File: src/ram_writer_pkg.sv
`default_nettype none

package ram_writer_pkg;

  // Fixed datapath widths, two samples per beat
  localparam int SAMPLE_WIDTH    = 32;
  localparam int BEAT_WIDTH      = 64;
  localparam int AXI_ADDR_WIDTH  = 32;
  localparam int AXI_ID_WIDTH    = 6;
  localparam int BURST_BEATS     = 16;
  localparam int BEAT_BYTES_LOG2 = 3;

  typedef logic [SAMPLE_WIDTH-1:0]   sample_t;
  typedef logic [BEAT_WIDTH-1:0]     beat_t;
  typedef logic [AXI_ADDR_WIDTH-1:0] axi_addr_t;
  typedef logic [AXI_ID_WIDTH-1:0]   axi_id_t;

  // AXI3 write address payload
  typedef struct packed {
    axi_id_t    id;
    axi_addr_t  addr;
    logic [3:0] len;    // Beats minus one
    logic [2:0] size;   // Log2 of bytes per beat
    logic [1:0] burst;  // 2'b01 is INCR
    logic [3:0] cache;
  } axi_aw_t;

  // AXI3 write data payload, wid still present in AXI3
  typedef struct packed {
    axi_id_t                 id;
    beat_t                   data;
    logic [BEAT_WIDTH/8-1:0] strb;
    logic                    last;
  } axi_w_t;

  typedef enum logic [1:0] {
    IDLE,     // Waiting for a full burst in the FIFO
    BURST,    // Address and data in flight
    WAIT_AW   // Data done, address still pending
  } writer_state_t;

endpackage

`default_nettype wire

File: src/burst_writer.sv
`timescale 1ns/1ps
`default_nettype none

module burst_writer #(
  parameter ram_writer_pkg::axi_addr_t ADDR_BASE = 32'h1E000000,
  parameter int BEAT_ADDR_WIDTH = 20
) (
  input  logic                    aclk,
  input  logic                    aresetn,
  input  ram_writer_pkg::beat_t   fifo_beat,
  input  logic                    fifo_valid,
  input  logic                    burst_avail,
  output logic                    fifo_rd,
  output ram_writer_pkg::axi_aw_t m_axi_aw,
  output logic                    m_axi_awvalid,
  input  logic                    m_axi_awready,
  output ram_writer_pkg::axi_w_t  m_axi_w,
  output logic                    m_axi_wvalid,
  input  logic                    m_axi_wready,
  output logic                    m_axi_bready
);

  import ram_writer_pkg::*;

  localparam int BURST_LOG2 = $clog2(BURST_BEATS);
  localparam int BURST_CNT_W = BEAT_ADDR_WIDTH - BURST_LOG2;

  writer_state_t          state_q, state_d;
  logic                   awvalid_q, awvalid_d;
  logic                   wvalid_q, wvalid_d;
  logic [BURST_LOG2-1:0]  beat_idx_q, beat_idx_d;     // Beat within the burst
  logic [BURST_CNT_W-1:0] burst_cnt_q, burst_cnt_d;   // Burst slot in the region
  axi_id_t                burst_id_q, burst_id_d;

  logic                       aw_fire;
  logic                       w_fire;
  logic                       w_last;
  logic                       aw_done;
  logic [BEAT_ADDR_WIDTH-1:0] beat_addr;
  axi_addr_t                  burst_addr;

  assign aw_fire = m_axi_awvalid & m_axi_awready;
  assign w_fire  = m_axi_wvalid & m_axi_wready;
  assign w_last  = &beat_idx_q;
  assign aw_done = ~awvalid_q | m_axi_awready;        // AW gone by the end of this cycle

  // Beat address of the burst start, wraps with the region
  assign beat_addr  = {burst_cnt_q, {BURST_LOG2{1'b0}}};
  assign burst_addr = ADDR_BASE + (axi_addr_t'(beat_addr) << BEAT_BYTES_LOG2);

  assign fifo_rd = w_fire;

  always_comb
  begin
    state_d     = state_q;
    awvalid_d   = awvalid_q;
    wvalid_d    = wvalid_q;
    beat_idx_d  = beat_idx_q;
    burst_cnt_d = burst_cnt_q;
    burst_id_d  = burst_id_q;

    case (state_q)
      IDLE:
      begin
        if (burst_avail)
        begin
          state_d   = BURST;
          awvalid_d = 1'b1;
          wvalid_d  = 1'b1;
        end
      end

      BURST:
      begin
        if (aw_fire)
        begin
          awvalid_d = 1'b0;
        end
        if (w_fire)
        begin
          beat_idx_d = beat_idx_q + 1'b1;
        end
        if (w_fire && w_last)
        begin
          if (aw_done)
          begin
            burst_cnt_d = burst_cnt_q + 1'b1;
            burst_id_d  = burst_id_q + 1'b1;
            if (burst_avail)
            begin
              awvalid_d = 1'b1;                       // Back-to-back burst
            end
            else
            begin
              wvalid_d = 1'b0;
              state_d  = IDLE;
            end
          end
          else
          begin
            wvalid_d = 1'b0;                          // Data ahead of address
            state_d  = WAIT_AW;
          end
        end
      end

      WAIT_AW:
      begin
        if (aw_fire)
        begin
          awvalid_d   = 1'b0;
          burst_cnt_d = burst_cnt_q + 1'b1;
          burst_id_d  = burst_id_q + 1'b1;
          state_d     = IDLE;
        end
      end

      default: state_d = IDLE;
    endcase
  end

  always_ff @(posedge aclk)
  begin
    if (!aresetn)
    begin
      state_q     <= IDLE;
      awvalid_q   <= 1'b0;
      wvalid_q    <= 1'b0;
      beat_idx_q  <= '0;
      burst_cnt_q <= '0;
      burst_id_q  <= '0;
    end
    else
    begin
      state_q     <= state_d;
      awvalid_q   <= awvalid_d;
      wvalid_q    <= wvalid_d;
      beat_idx_q  <= beat_idx_d;
      burst_cnt_q <= burst_cnt_d;
      burst_id_q  <= burst_id_d;
    end
  end

  assign m_axi_awvalid  = awvalid_q;
  assign m_axi_aw.id    = burst_id_q;
  assign m_axi_aw.addr  = burst_addr;
  assign m_axi_aw.len   = 4'(BURST_BEATS - 1);
  assign m_axi_aw.size  = 3'(BEAT_BYTES_LOG2);
  assign m_axi_aw.burst = 2'b01;                       // INCR
  assign m_axi_aw.cache = 4'b0011;                     // Bufferable, modifiable

  assign m_axi_wvalid = wvalid_q & fifo_valid;         // Never present an empty head
  assign m_axi_w.id   = burst_id_q;
  assign m_axi_w.data = fifo_beat;
  assign m_axi_w.strb = '1;
  assign m_axi_w.last = w_last;

  assign m_axi_bready = 1'b1;                          // Responses are dropped

endmodule

`default_nettype wire

File: config.mk
export PLATFORM = sky130hd
export DESIGN_NAME = burst_writer
export DESIGN_NICKNAME = d
export VERILOG_FILES = /design/src/ram_writer_pkg.sv /design/src/burst_writer.sv
export SDC_FILE = /design/constraint.sdc
export NUM_CORES = 1
export LEC_CHECK = 0
export ABC_CLOCK_PERIOD_IN_PS = 2400
export BUFFER_PORTS_ARGS = -buffer_cell sky130_fd_sc_hd__buf_4
export CAP_MARGIN = 0
export CORE_MARGIN = 8
export CORE_UTILIZATION = 40
export DETAILED_ROUTE_END_ITERATION = 10
export PLACE_DENSITY_LB_ADDON = 0.12
export RECOVER_POWER = 50
export SLEW_MARGIN = 20
export SYNTH_ARGS = -nofsm -noshare
export SYNTH_HDL_FRONTEND = slang
export SYNTH_SLANG_ARGS = --single-unit
File: constraint.sdc
create_clock -name aclk -period 2.4 [get_ports aclk]
set_input_delay 0.24 -clock aclk [delete_from_list [all_inputs] [get_ports aclk]]
set_output_delay 0.24 -clock aclk [all_outputs]
set_load 0.01 [all_outputs]
==> flow_summary.toml <==
[finish]
area_growth_syn_to_layout_pct = -9.63
final_nets = 343
antennaDiodeCount = 0
layout_commonest_cell = "buf_4"
fillers = 649
final_cell_mix = "buf_4 (40), conb_1 (38), dfxtp_1 (30), a21oi_1 (24), nand3_1 (16)"
final_layout_size_suffix_gt1_share_pct = 21.1

[logic_synthesis]
async_reset_ff_share_pct = 0
yosysSeqAreaShare_pct = 24.2
syn_area_um2 = 2480
ys.flop_type = "dfxtp_1"
synth_edf_count = 0
ys_ff_latch = 30
ys_warn_count = 0
synthCells = 299
syn-mean-instance-area_um2 = 8.30
ys_types = 41

[timing]
clock.fmax_mhz = 467
tightest_slew_ns = 0.938
rsz0062_at_grt = "false"
fin_crit_sh_pct = 89.1
report.final.hold_viol_count = 0
min_period_ns = 2.14
fin_skew_ns = 0.00501
finalMaxSlewViolations = 0
fin_setup_tns_ns = 0
slew_headroom_pct = 37.0
setup-violations-final = 0

[power_and_ir_drop]
total_power_uw = 1500
switching_power_uw = 565
power_leakage_uw = 0.000913
p_int_uw = 937
p_per_area_nw_per_um2 = 670
swShare_pct = 37.6
comb_power_share_pct = 32.6
seq_power_share_pct = 38.6
vdd_drop_max_uv = 311
power_frac_clock_pct = 28.7

[clock_tree]
cts_buffers = 5
hold_buffers = 0
postCtsSetupRepairBufs = 0
cts_sinks = 30
clock_latency_ns = 0.28
h-tree-depth = 2
cts_root_buf = "clkbuf_8"
clk_pin_slew_ns = 0.07
cts_tree = "built"
cts_buffer_depth = 2
cts_resized = 0

[min_path]
hold-path-cell-count = 2
hold_class = "in2reg"

[job]
maxCapViolations = 0

[place]
routabilityCongestion = 0.705
dp_hpwl_um = 3600
io_buffers = 37

[setup_path]
cp.depth = 6
crit_family = "compound AO/OA/AOI/OAI gates"
crit_path_end_kind = "flop"
cp.buffers_inverters = 1
crit_path_max_fanout = 16
required_ns = 2.60
worst-setup-path-type = "reg2reg"
crit_slowest_cell = "or4_1"
reg2regPathDepth = 6
worstPathCellList = "inv_1 -> ha_1 -> a21oi_4 -> o21ai_1 -> or4_1 -> a21oi_1"
cpPeakStageDelay_ns = 0.57
startpoint_type = "flop"
crit_arrival_ns = 2.34

[die]
die_width_um = 94.8
start_util_pct = 41.7
num_io_pins = 204
core-area_um2 = 5960
dieArea_um2 = 8980
die_h_um = 94.8
core.rowCount = 28

[route]
ant_nets = 0
vias_per_cell = 5.03
drt_iter0_markers = 115
wl_per_cell_um = 14.3
firstDrtPassIters = 4
vias = 1715
totalWireLength_um = 4870
drc_errors = 0

[global_routing]
gr-usage-met3_pct = 4.52
grt_pass1_vias = 1652
grt-ovfl-total = 0
grt_max_degree = 35
grt_antenna_before_repair = 0
grt_use_total_pct = 10.8
grt_use_met1_pct = 12.4
grt_pass1_wl_um = 7880
met2_usage_pct = 16.9
top_usage_layer = "met2"

[run_status]
outcome = "finished clean"
worst paths after layout:
| path | from | endpoint | slack [ns] |
|---|---|---|---|
| worst min register to register | burst_cnt_q[15]$_SDFFE_PN0P_ | burst_cnt_q[15]$_SDFFE_PN0P_ | 0.47 |
| worst max register to register | state_q[0]$_SDFFE_PN0P_ | burst_id_q[5]$_SDFFE_PN0P_ | 0.26 |
| worst min-delay path | aresetn | burst_cnt_q[5]$_SDFFE_PN0P_ | 0.26 |
| worst max-delay path | state_q[0]$_SDFFE_PN0P_ | burst_id_q[5]$_SDFFE_PN0P_ | 0.26 |
logic make-up (layout without fill, tap and decap cells):
kind of cell	count (synthesis)	after routing	synth area share [%]
and+or+nand+nor	69	69	16.3
other	2	38	0.303
AOI/OAI and AO/OA	60	60	17.2
DFF	30	30	24.2
muxes	4	4	1.61
buffers and inverters	124	55	35.7
xor gates and xnor gates	2	2	0.706
adders and majority gates	8	8	4.03
cells in the mapped netlist, types with 2 or more instances:
cell / instances / area, um^2
buf_4: 109 / 818
dfxtp_1: 30 / 601
a21oi_1: 24 / 120
nand3_1: 16 / 80.1
o31ai_1: 12 / 90.1
or4_1: 12 / 90.1
nand2_1: 11 / 41.3
o21ai_0: 10 / 50.1
ha_1: 8 / 100
nand2b_1: 6 / 37.5
inv_1: 5 / 18.8
clkbuf_1: 4 / 15.0
mux2i_1: 4 / 40.0
nand4_1: 4 / 25.0
nor2_1: 4 / 15.0
or3_1: 4 / 25.0
and2_1: 3 / 18.8
buf_2: 3 / 15.0
conb_1: 2 / 7.51
inv_2: 2 / 7.51
o2111ai_1: 2 / 17.5
o2111ai_4: 2 / 52.6
o21a_1: 2 / 15.0
o21ai_1: 2 / 10.0
xor2_1: 2 / 17.5
area by class of cell:
class	instances	area, um^2	area share (%)
clock buffer	7	86.3	3.85
multi-input combinational	181	1130	50.4
sequential	30	601	26.8
tap	75	93.8	4.18
clock inverter	1	5.00	0.223
timing repair buffer	40	300	13.4
inverter	7	26.3	1.17
power groups by stage:
| stage | Clock [uW] | Combinational [uW] | Sequential (uW) |
|---|---|---|---|
| final | 431 | 490 | 581 |
| after global routing | 471 | 551 | 590 |
| after CTS | 448 | 491 | 582 |
| after detailed placement | 0 | 491 | 593 |
| after global placement | 0 | 491 | 591 |
| after floorplan | 0 | 516 | 589 |
state kept, by name (all words and copies together) (netlist names):
signal	cells
state_q	2
beat_idx_q	4
m_axi_awvalid	1
burst_cnt_q	16
burst_id_q	6
wvalid_q	1
worst reg2reg max path, delay by kind of cell (launching register included):
family / cells / cell delay [ns]
DFF: 1 / 0.37
and+or+nand+nor: 1 / 0.57
AOI/OAI and AO/OA: 3 / 0.74
adders and majority gates: 1 / 0.28
buffers and inverters: 1 / 0.10
routing by layer:
| layer | vias to the layer above | wire length (um) |
|---|---|---|
| met5 | - | 0 |
| met4 | 0 | 101 |
| met3 | 17 | 418 |
| met2 | 71 | 2170 |
| met1 | 790 | 2170 |
| li1 | 837 | - |
metrics by stage:
step	std cells	util, %	hold slack [ns]	setup slack, ns	area [um^2]
global placement	333	36.1	0.464	0.326	2150
global route	341	37.7	0.268	0.0675	2240
detailed placement	333	36.1	0.456	0.255	2150
floorplan	335	-	0.433	0.651	2620
CTS	341	37.7	0.259	0.267	2240
finish	341	37.7	0.264	0.261	2240
Note: power is estimated with default switching activity, not from simulation.
