## src/ram_writer_pkg.sv

```systemverilog
`default_nettype none

package ram_writer_pkg;

  // Fixed datapath widths, two samples per beat
  localparam int SAMPLE_WIDTH    = 32;
  localparam int BEAT_WIDTH      = 64;
  localparam int AXI_ADDR_WIDTH  = 32;
  localparam int AXI_ID_WIDTH    = 6;
  localparam int BURST_BEATS     = 16;
  localparam int BEAT_BYTES_LOG2 = 3;

  typedef logic [SAMPLE_WIDTH-1:0]   sample_t;
  typedef logic [BEAT_WIDTH-1:0]     beat_t;
  typedef logic [AXI_ADDR_WIDTH-1:0] axi_addr_t;
  typedef logic [AXI_ID_WIDTH-1:0]   axi_id_t;

  // AXI3 write address payload
  typedef struct packed {
    axi_id_t    id;
    axi_addr_t  addr;
    logic [3:0] len;    // Beats minus one
    logic [2:0] size;   // Log2 of bytes per beat
    logic [1:0] burst;  // 2'b01 is INCR
    logic [3:0] cache;
  } axi_aw_t;

  // AXI3 write data payload, wid still present in AXI3
  typedef struct packed {
    axi_id_t                 id;
    beat_t                   data;
    logic [BEAT_WIDTH/8-1:0] strb;
    logic                    last;
  } axi_w_t;

  typedef enum logic [1:0] {
    IDLE,     // Waiting for a full burst in the FIFO
    BURST,    // Address and data in flight
    WAIT_AW   // Data done, address still pending
  } writer_state_t;

endpackage

`default_nettype wire

```

## src/sample_packer.sv

```systemverilog
`timescale 1ns/1ps
`default_nettype none

module sample_packer (
  input  logic                    aclk,
  input  logic                    aresetn,
  input  ram_writer_pkg::sample_t s_tdata,
  input  logic                    s_tvalid,
  input  logic                    fifo_full,
  output logic                    s_tready,
  output ram_writer_pkg::beat_t   pack_beat,
  output logic                    pack_wr
);

  import ram_writer_pkg::*;

  logic    accept;
  logic    phase_q;   // High while the low half is held
  sample_t held_q;    // First sample of the current pair

  assign s_tready = ~fifo_full;                // Stall the stream when the FIFO is full
  assign accept   = s_tvalid & s_tready;

  // Second sample completes the beat in the same cycle
  assign pack_wr   = accept & phase_q;
  assign pack_beat = {s_tdata, held_q};        // Later sample goes high

  always_ff @(posedge aclk)
  begin
    if (!aresetn)
    begin
      phase_q <= 1'b0;
    end
    else if (accept)
    begin
      phase_q <= ~phase_q;                     // Toggle only on real transfers
    end
  end

  always_ff @(posedge aclk)
  begin
    if (accept && !phase_q)
    begin
      held_q <= s_tdata;
    end
  end

endmodule

`default_nettype wire

```

## config.mk

```make
export PLATFORM = sky130hd
export DESIGN_NAME = sample_packer
export DESIGN_NICKNAME = d
export VERILOG_FILES = /design/src/ram_writer_pkg.sv /design/src/sample_packer.sv
export SDC_FILE = /design/constraint.sdc
export NUM_CORES = 1
export LEC_CHECK = 0
export BUFFER_PORTS_ARGS = -buffer_cell sky130_fd_sc_hd__buf_4
export CAP_MARGIN = 20
export CELL_PAD_IN_SITES_DETAIL_PLACEMENT = 1
export CELL_PAD_IN_SITES_GLOBAL_PLACEMENT = 1
export CORE_MARGIN = 4
export CORE_UTILIZATION = 25
export CTS_CLUSTER_DIAMETER = 200
export DETAILED_ROUTE_END_ITERATION = 6
export PLACE_DENSITY = 0.7
export SYNTH_ARGS = -nofsm -noshare
export SYNTH_HDL_FRONTEND = slang
export SYNTH_SLANG_ARGS = --single-unit
```

## constraint.sdc

```tcl
create_clock -name aclk -period 1.63 [get_ports aclk]
set_clock_uncertainty 0.15 [all_clocks]
set_input_delay 0.0815 -clock aclk [delete_from_list [all_inputs] [get_ports aclk]]
set_output_delay 0.0815 -clock aclk [all_outputs]
set_load 0.03 [all_outputs]
```

==> results by group, run 1 <==
Global route
  • Vias in the first global route: 1150
  • Largest net degree at the start of global routing: 19
  • Overall routing resource usage: 12.9%
  • Initial antenna violation count: 0
  • First-pass GRT wire length: 5.94 mm
  • Grt ovf: 0

Route
  • DRT Pass-1 Iters: 2
  • Routed length per placed instance: 15.1 um
  • First DRT Iteration DRCs: 43
  • Vias per cell: 3.82
  • WL final: 3.81 mm
  • Via count: 962
  • DRC: 0
  • ANT nets after route: 0

Cells and area
  • Layout cell share with drive strength beyond 1: 60.5%
  • Most frequent cells in the layout: buf_4, dlygate4sd3_1, edfxtp_1, clkbuf_8, clkinv_2
  • Final nets: 220
  • Antenna cells: 0
  • Commonest non-fill, non-tap cell in the layout: buf_4
  • Synth-to-layout area growth: 82.1%

STA
  • Setup_tns: 0 ns
  • Fin crit share: 89.3%
  • Post-route setup slack: 0.174 ns
  • Final Max Slew Viols: 0
  • Period minus WS final: 1.46 ns
  • Slew HR: 84.6%
  • Final Hold Vio Count: 0
  • Fmax: 687 MHz
  • Hold slack: 0.315 ns
  • Final setup vio count: 0
  • Worst-Margin Slew: 0.231 ns
  • RSZ-0062 raised after global routing: no

Placed design
  • Pre-CTS WS: 0.358 ns
  • HPWL Detailed: 2.70 mm
  • GP Congestion: 0.671
  • IO Port Bufs: 101

Yosys
  • Yosys reg bits: 33
  • Top-area cell type share of the netlist area: 75.8%
  • Yosys warns: 0
  • Syn_area_per_cell: 17.6 um2
  • Syn_nets: 108
  • Post-synthesis sequential area ratio: 77.4%
  • Syn Inst Count: 72
  • Synth area leaders: edfxtp_1, buf_4, dfxtp_1, nand4bb_1, nor2b_2
  • Synth Cell Area: 1270 um2
  • Area leader, netlist: edfxtp_1
  • Yosys cell types: 10

CTS
  • Num CTS Buffers: 5
  • H-tree depth: 2
  • Deepest clock path buffer count: 2
  • Setup Fix Bufs, Post-CTS: 0
  • Worst skew pair latency: 0.28 ns
  • CTS tree: yes
  • Worst-path clk slew: 0.07 ns
  • Clock sink count: 33
  • CTS Root Cell: clkbuf_8

Min path
  • HP Class: in -> out

Floorplan
  • Initial Util: 26.3%
  • Core Box Area: 4820 um2
  • FP Rows: 25
  • Die W: 79.2 um
  • Area of the die: 6270 um2
  • # IOs: 102
  • Die Y: 79.2 um

Power and ir drop
  • Leak Pwr: 1.01 nW
  • Power density over the cells: 877 nW/um2
  • VDD IR max: 0.438 mV
  • Power Total: 2.02 mW

Worst setup path
  • Crit path required time: 1.65 ns
  • Critical Path Start Type: primary input
  • Crit-path max FO: 2
  • Worst setup EP type: flop
  • Kind of critical path: in -> reg
  • Worst EP arrival: 1.48 ns

Job
  • Max-Cap Viols: 0

Outcome
  • Run status: complete, no violations
sequential cells by signal, summed over array words and instances, names as in the netlist:
register and cells:
phase_q 1, held_q 32
synth_stat cells, drive strengths merged:
cell type / n
nand4bb: 1
inv: 1
buf: 32
nor2b: 1
and2: 1
o21ai: 1
nand2: 1
and2b: 1
edfxtp: 32
dfxtp: 1
where the power goes:
part	switching (mW)	leakage, nW	total [mW]	internal (mW)
logic	0.251	0.661	0.460	0.209
clock network	0.280	0.0450	0.575	0.295
registers	0.0118	0.307	0.989	0.977
total	0.543	1.01	2.02	1.48
stage by stage:
step                cell area (um2)  std cells  utilization (%)
floorplan                      1270         72                -
global placement               1890        210             39.1
detailed placement             1890        210             39.1
CTS                            2310        252             47.9
global route                   2310        252             47.9
finish                         2310        252             47.9
layer usage:
| layer | up-vias | track usage [%] | part of all wire [%] | routed length [um] |
|---|---|---|---|---|
| li1 | 442 | - | - | - |
| met1 | 441 | 11.8 | 32 | 1230 |
| met2 | 72 | 22.5 | 52 | 1980 |
| met3 | 7 | 7.94 | 14 | 526 |
| met4 | 0 | 5.84 | 1.9 | 72 |
| met5 | - | 0 | 0 | 0 |
repair_timing:
item,in CTS,in global routing
resized for setup,0,0
hold buffers,34,0
endpoints found under the hold margin,33,0
worst max-delay path, cell delays in order:
cell	delay [ns]
dlygate4sd3_1	0.53
buf_4	0.14
nand4bb_1	0.10
o21ai_1	0.07
dlygate4sd3_1	0.55
logic make-up (layout without fill, tap and decap cells):
family / after synthesis / after routing / synth area share, %
flip-flops: 33 / 33 / 77.4
buffers and inverters: 33 / 146 / 19.2
AND/OR/NAND/NOR: 5 / 5 / 2.96
AO/OA/AOI/OAI: 1 / 1 / 0.394
cell type report:
| cell class | count | area, um2 |
|---|---|---|
| Clock buffer | 6 | 72.6 |
| Clock inverter | 2 | 10.0 |
| Fill cell | 507 | 2510 |
| Inverter | 1 | 3.75 |
| Multi-Input combinational cell | 6 | 43.8 |
| Sequential cell | 33 | 981 |
| Tap cell | 67 | 83.8 |
| Timing Repair Buffer | 137 | 1110 |
path summary, 6_finish.rpt:
kind                            slack (ns)         end  cells past startpoint       from
worst max-delay path                  0.17     phase_q                      5    aresetn
worst min-delay path                  0.32    s_tready                      3  fifo_full
worst min register to register        0.79  held_q[15]                      2    phase_q
worst max register to register        0.21     phase_q                      3    phase_q
(Power assumes the default switching activity.)
==> run 2: changes to the inputs <==
Settings changed: CORE_UTILIZATION 25 to 28, PLACE_DENSITY 0.7 to 0.75.
Clock period 1.63 ns to 1.5 ns, I/O delays scaled along.
==> run 2 against run 1 <==
Against the previous run:
- the run now ends with hold timing left
- via count is 0.83% higher
- largest cell class unchanged
- sequential power is 8% higher
- power is 10% higher
- flip-flop and latch count stayed put
==> results by group, run 2 (synthesis results as in run 1) <==
Worst setup path
  • Crit path required time: 1.33 ns (-0.32 ns)
  • Crit-path max FO: 31 (+29)
  • Kind of critical path: reg -> reg
  • CP Buf/Inv Count: 1 (-2)
  • Worst EP arrival: 1.08 ns (-0.40 ns)
  • Critical Path Start Type: flop
  • Worst Setup SP: phase_q
  • Setup slack, reg-to-reg: 0.25 ns (+0.04 ns)
  • CP top delay family: flip-flops
  • Critical path's slowest cell: dfxtp_1
  • Worst path max stage delay: 0.33 ns (-0.22 ns)
  • Crit path cell chain: and2b_2, buf_12
  • Worst r2r src: phase_q
  • Worst setup EP type: flop

Placed design
  • IO Port Bufs: 101 (unchanged)
  • GP Congestion: 0.739 (+10%)
  • HPWL Detailed: 2.58 mm (-4.4%)

Route
  • Via count: 970 (+0.83%)
  • Routed length per placed instance: 17.3 um (+14%)
  • First DRT Iteration DRCs: 35 (-19%)
  • Vias per cell: 4.11 (+7.7%)
  • DRC: 0 (unchanged)
  • DRT Pass-1 Iters: 3 (+1)
  • WL final: 4.08 mm (+7.1%)
  • ANT nets after route: 0 (unchanged)

STA
  • Final Max Slew Viols: 0 (unchanged)
  • Final Hold Vio Count: 1 (+1)
  • Final setup vio count: 0 (unchanged)
  • Setup_tns: 0 ns (unchanged)
  • Slew HR: 88.4% (+3.9 points)
  • Period minus WS final: 1.25 ns
  • Worst-Margin Slew: 0.173 ns (-0.0580 ns)
  • Fmax: 800 MHz
  • RSZ-0062 raised after global routing: no
  • Hold slack: -0.0422 ns (-0.357 ns)
  • Fin crit share: 83.4%

Outcome
  • Violated checks: hold timing
  • Run status: finished with violations

Floorplan
  • FP Rows: 24 (-4.0%)
  • # IOs: 102 (unchanged)
  • Die Y: 75.3 um (-4.9%)
  • Area of the die: 5670 um2 (-9.7%)
  • Die W: 75.3 um (-4.9%)
  • Core Box Area: 4350 um2 (-9.6%)
  • Initial Util: 29.1% (+2.8 points)

Cells and area
  • Most frequent cells in the layout: buf_4, dlygate4sd3_1, edfxtp_1, clkbuf_8, clkinv_2
  • Largest reg by FF count: held_q
  • Final nets: 219 (-0.45%)
  • Commonest non-fill, non-tap cell in the layout: buf_4
  • Largest register FFs: 32 (unchanged)
  • Layout cell share with drive strength beyond 1: 60.9% (+0.33 points)
  • Largest regs: held_q (32), phase_q (1)
  • Antenna cells: 0 (unchanged)
  • Synth-to-layout area growth: 81.3%

CTS
  • H-tree depth: 2 (unchanged)
  • Clock sink count: 33 (unchanged)
  • Num CTS Buffers: 5 (unchanged)
  • Deepest clock path buffer count: 2 (unchanged)
  • Setup Fix Bufs, Post-CTS: 0 (unchanged)
  • CTS tree: yes
  • Worst-path clk slew: 0.07 ns (about the same)
  • CTS Root Cell: clkbuf_8
  • Worst skew pair latency: 0.28 ns (about the same)

Global route
  • Largest net degree at the start of global routing: 32 (+13)
  • Vias in the first global route: 1107 (-3.7%)
  • Initial antenna violation count: 0 (unchanged)
  • Grt ovf: 0 (unchanged)
  • Overall routing resource usage: 15.4% (+2.5 points)
  • First-pass GRT wire length: 6.04 mm (+1.8%)

Power and ir drop
  • Power density over the cells: 968 nW/um2 (+10%)
  • VDD IR max: 0.468 mV (+6.9%)
  • Leak Pwr: 1.01 nW (-0.46%)
  • Power Total: 2.23 mW (+10%)

Min path
  • HP Class: in -> reg
  • Hold wc startpoint: fifo_full

Job
  • Max-Cap Viols: 0 (unchanged)
run 2: cell types whose count changed in the layout (fill, tap and decap cells not counted):
cell	change
buf_4	-2
clkbuf_1	-1
clkinvlp_4	+1
buf_12	+1
run 2: power by group:
part | switching, mW | internal (mW)
combinational | 0.277 | 0.229
sequential | 0.0121 | 1.06
clock | 0.327 | 0.320
total | 0.616 | 1.61
run 2: final cells by class:
cell class              instances  area, um2
fillers                       415       2060
inverters                       1       3.75
flip-flops and latches         33        981
multi-input cells               6       43.8
clock buffers                   5       68.8
well taps                      52       65.1
repair buffers                136       1120
clock inverters                 3       17.5
run 2: what timing repair did:
item | CTS | global route
hold buffers | 34 | 1
setup endpoints to repair | 0 | 1
resized for setup | 0 | 0
endpoints found under the hold margin | 33 | 1
run 2: final timing paths:
check                           depth (start not counted)         end
worst min-delay path                                    3     phase_q
worst max register to register                          2  held_q[14]
worst max-delay path                                    2  held_q[14]
worst min register to register                          2     phase_q
run 2: metrics by stage:
step / cell area [um2] / hold slack (ns) / setup slack (ns) / utilization (%) / std cells
global route: 2300 / 0.0174 / 0.217 / 52.8 / 236
floorplan: 1270 / 0.0239 / 0.122 / - / 72
finish: 2300 / -0.0422 / 0.250 / 52.8 / 236
CTS: 2300 / 0.160 / 0.0872 / 52.8 / 236
global placement: 1870 / 0.113 / 0.291 / 43.0 / 194
detailed placement: 1870 / 0.114 / 0.256 / 43.0 / 194
run 2: routing by layer:
layer  vias up  track usage [%]  part of all wire [%]
met5         -                0                     0
met3        12             10.4                    16
met1       439             16.7                    34
met2        80             22.5                    46
li1        439                -                     -
met4         0             8.54                   3.6
run 2: worst register-to-register path, delay by kind of cell (launching register included):
kind | cells | cell delay, ns
DFF | 1 | 0.33
and+or+nand+nor | 1 | 0.25
buffers and inverters | 1 | 0.21
==> run 3: changes to the inputs <==
Settings changed: CORE_UTILIZATION 28 to 25, PLACE_DENSITY 0.75 to 0.7.
Clock period 1.5 ns to 1 ns, I/O delays scaled along.
==> run 3 against run 2 <==
Against the previous run:
- register-to-register slack worse by 0.44 ns
- the flow finishes with violations (setup timing)
- combinational power up 59%
- design area is 8.3% higher
- clock power rose by 47%
==> results by group, run 3 (synthesis results as in run 1) <==
STA
  • Final Max Slew Viols: 0 (unchanged)
  • Hold slack: 0.0299 ns (+0.0721 ns)
  • Slew HR: 91.2% (+2.8 points)
  • Worst-Margin Slew: 0.131 ns (-0.0420 ns)
  • Period minus WS final: 1.19 ns (-0.0578 ns)
  • Fin crit share: 119% (+36 points)
  • RSZ-0062 raised after global routing: yes
  • Fmax: 839 MHz (+4.8%)
  • Post-route setup slack: -0.192 ns (-0.442 ns)
  • Final setup vio count: 64 (+64)
  • Final Hold Vio Count: 0 (-1)

Floorplan
  • Initial Util: 26.3% (-2.8 points)
  • # IOs: 102 (unchanged)
  • Core Box Area: 4820 um2 (+11%)
  • Die Y: 79.2 um (+5.2%)
  • Die W: 79.2 um (+5.2%)
  • FP Rows: 25 (+4.2%)
  • Area of the die: 6270 um2 (+11%)

CTS
  • Clock sink count: 33 (unchanged)
  • Deepest clock path buffer count: 2 (unchanged)
  • Worst-path clk slew: 0.06 ns (about the same)
  • Worst skew pair latency: 0.27 ns (about the same)
  • Num CTS Buffers: 5 (unchanged)
  • CTS Root Cell: clkbuf_8
  • Setup Fix Bufs, Post-CTS: 0 (unchanged)
  • CTS tree: yes
  • H-tree depth: 2 (unchanged)

Outcome
  • Violated checks: setup timing
  • Run status: finished with violations

Placed design
  • Post-place instance area: 1930 um2 (+2.9%)
  • GP Congestion: 0.706 (-4.5%)
  • Placed cells: 212 (+9.3%)
  • IO Port Bufs: 101 (unchanged)
  • HPWL Detailed: 2.65 mm (+2.8%)

Power and ir drop
  • Power Total: 3.38 mW (+52%)
  • VDD IR max: 0.614 mV (+31%)
  • Leak Pwr: 1.07 nW (+6.2%)
  • Power density over the cells: 1360 nW/um2 (+40%)

Worst setup path
  • Worst EP arrival: 1.03 ns (-0.05 ns)
  • Kind of critical path: reg -> reg
  • Critical Path Start Type: flop
  • Crit-path max FO: 16 (-48%)
  • Worst setup EP type: flop
  • Crit path required time: 0.84 ns (-0.49 ns)

Global route
  • Overall routing resource usage: 12.4% (-3.0 points)
  • Grt ovf: 0 (unchanged)
  • Largest net degree at the start of global routing: 17 (-47%)
  • First-pass GRT wire length: 5.73 mm (-5.2%)
  • Vias in the first global route: 1084 (-2.1%)
  • Initial antenna violation count: 0 (unchanged)

Route
  • DRT Pass-1 Iters: 4 (+1)
  • WL final: 3.77 mm (-7.5%)
  • Via count: 995 (+2.6%)
  • Routed length per placed instance: 14.8 um (-14%)
  • ANT nets after route: 0 (unchanged)
  • DRC: 0 (unchanged)
  • Vias per cell: 3.90 (-5.1%)
  • First DRT Iteration DRCs: 43 (+23%)

Cells and area
  • Layout cell share with drive strength beyond 1: 60.6% (-0.23 points)
  • Commonest non-fill, non-tap cell in the layout: buf_4
  • Final nets: 223 (+1.8%)
  • Most frequent cells in the layout: buf_4, dlygate4sd3_1, buf_6, edfxtp_1, clkbuf_8
  • Largest register FFs: 32 (unchanged)
  • Layout Cells excl Fill: 255 (+8.1%)
  • Largest regs: held_q (32), phase_q (1)
  • Antenna cells: 0 (unchanged)
  • Largest reg by FF count: held_q
  • Post-Layout Inst Area: 2490 um2 (+8.3%)
  • Synth-to-layout area growth: 96.3%

Job
  • Max-Cap Viols: 0 (unchanged)

Min path
  • HP Class: in -> reg
-- run 3: cell types whose count changed in the layout (fill, tap and decap cells not counted), moves of 2 or more --
| cell | before | now |
|---|---|---|
| clkinv_2 | 2 | 0 |
| buf_4 | 101 | 69 |
| clkbuf_1 | 0 | 3 |
| buf_6 | 0 | 34 |
-- run 3: path summary, 6_finish.rpt --
check,cells past startpoint,from,slack (ns),endpoint
setup / recovery,2,phase_q,-0.19,held_q[27]
hold reg to reg,3,phase_q,0.42,phase_q
hold / removal,4,fifo_full,0.03,phase_q
setup reg to reg,2,phase_q,-0.19,held_q[27]
-- run 3: what timing repair did --
item / CTS / global route
hold buffers: 35 / 0
pin swaps: 0 / 0
setup endpoints to repair: 65 / 65
endpoints found under the hold margin: 33 / 0
gates resized for setup: 35 / 1
-- run 3: area by class of cell --
| cell class | count | area, um2 |
|---|---|---|
| fillers | 511 | 2330 |
| repair buffers | 140 | 1290 |
| flip-flops and latches | 33 | 982 |
| well taps | 67 | 83.8 |
| clock buffers | 8 | 80.1 |
| multi-input cells | 6 | 47.5 |
| inverters | 1 | 3.75 |
-- run 3: critical path: stages, from the launching register on --
cell and delay, ns:
dfxtp_2 0.32, and2b_4 0.28, buf_12 0.16
-- run 3: power by group --
part           switching, mW  internal [mW]
Combinational          0.405          0.398
Sequential            0.0284           1.59
Clock                  0.458          0.494
Total                  0.892           2.49
-- run 3: stage by stage --
step / utilization [%] / setup slack [ns] / setup TNS (ns)
finish: 51.7 / -0.192 / -6.68
global route: 51.7 / -0.205 / -8.52
floorplan: - / -0.263 / -8.43
CTS: 51.6 / -0.187 / -7.08
detailed placement: 40.0 / -0.174 / -5.53
global placement: 40.0 / -0.158 / -5.00
-- run 3: metal layers --
metal / global-route usage (%) / part of all wire [%] / vias to the layer above
li1: - / - / 450
met1: 10.7 / 30 / 476
met2: 23.1 / 56 / 65
met3: 6.92 / 14 / 4
met4: 5.15 / 1.1 / 0
met5: 0 / 0 / -
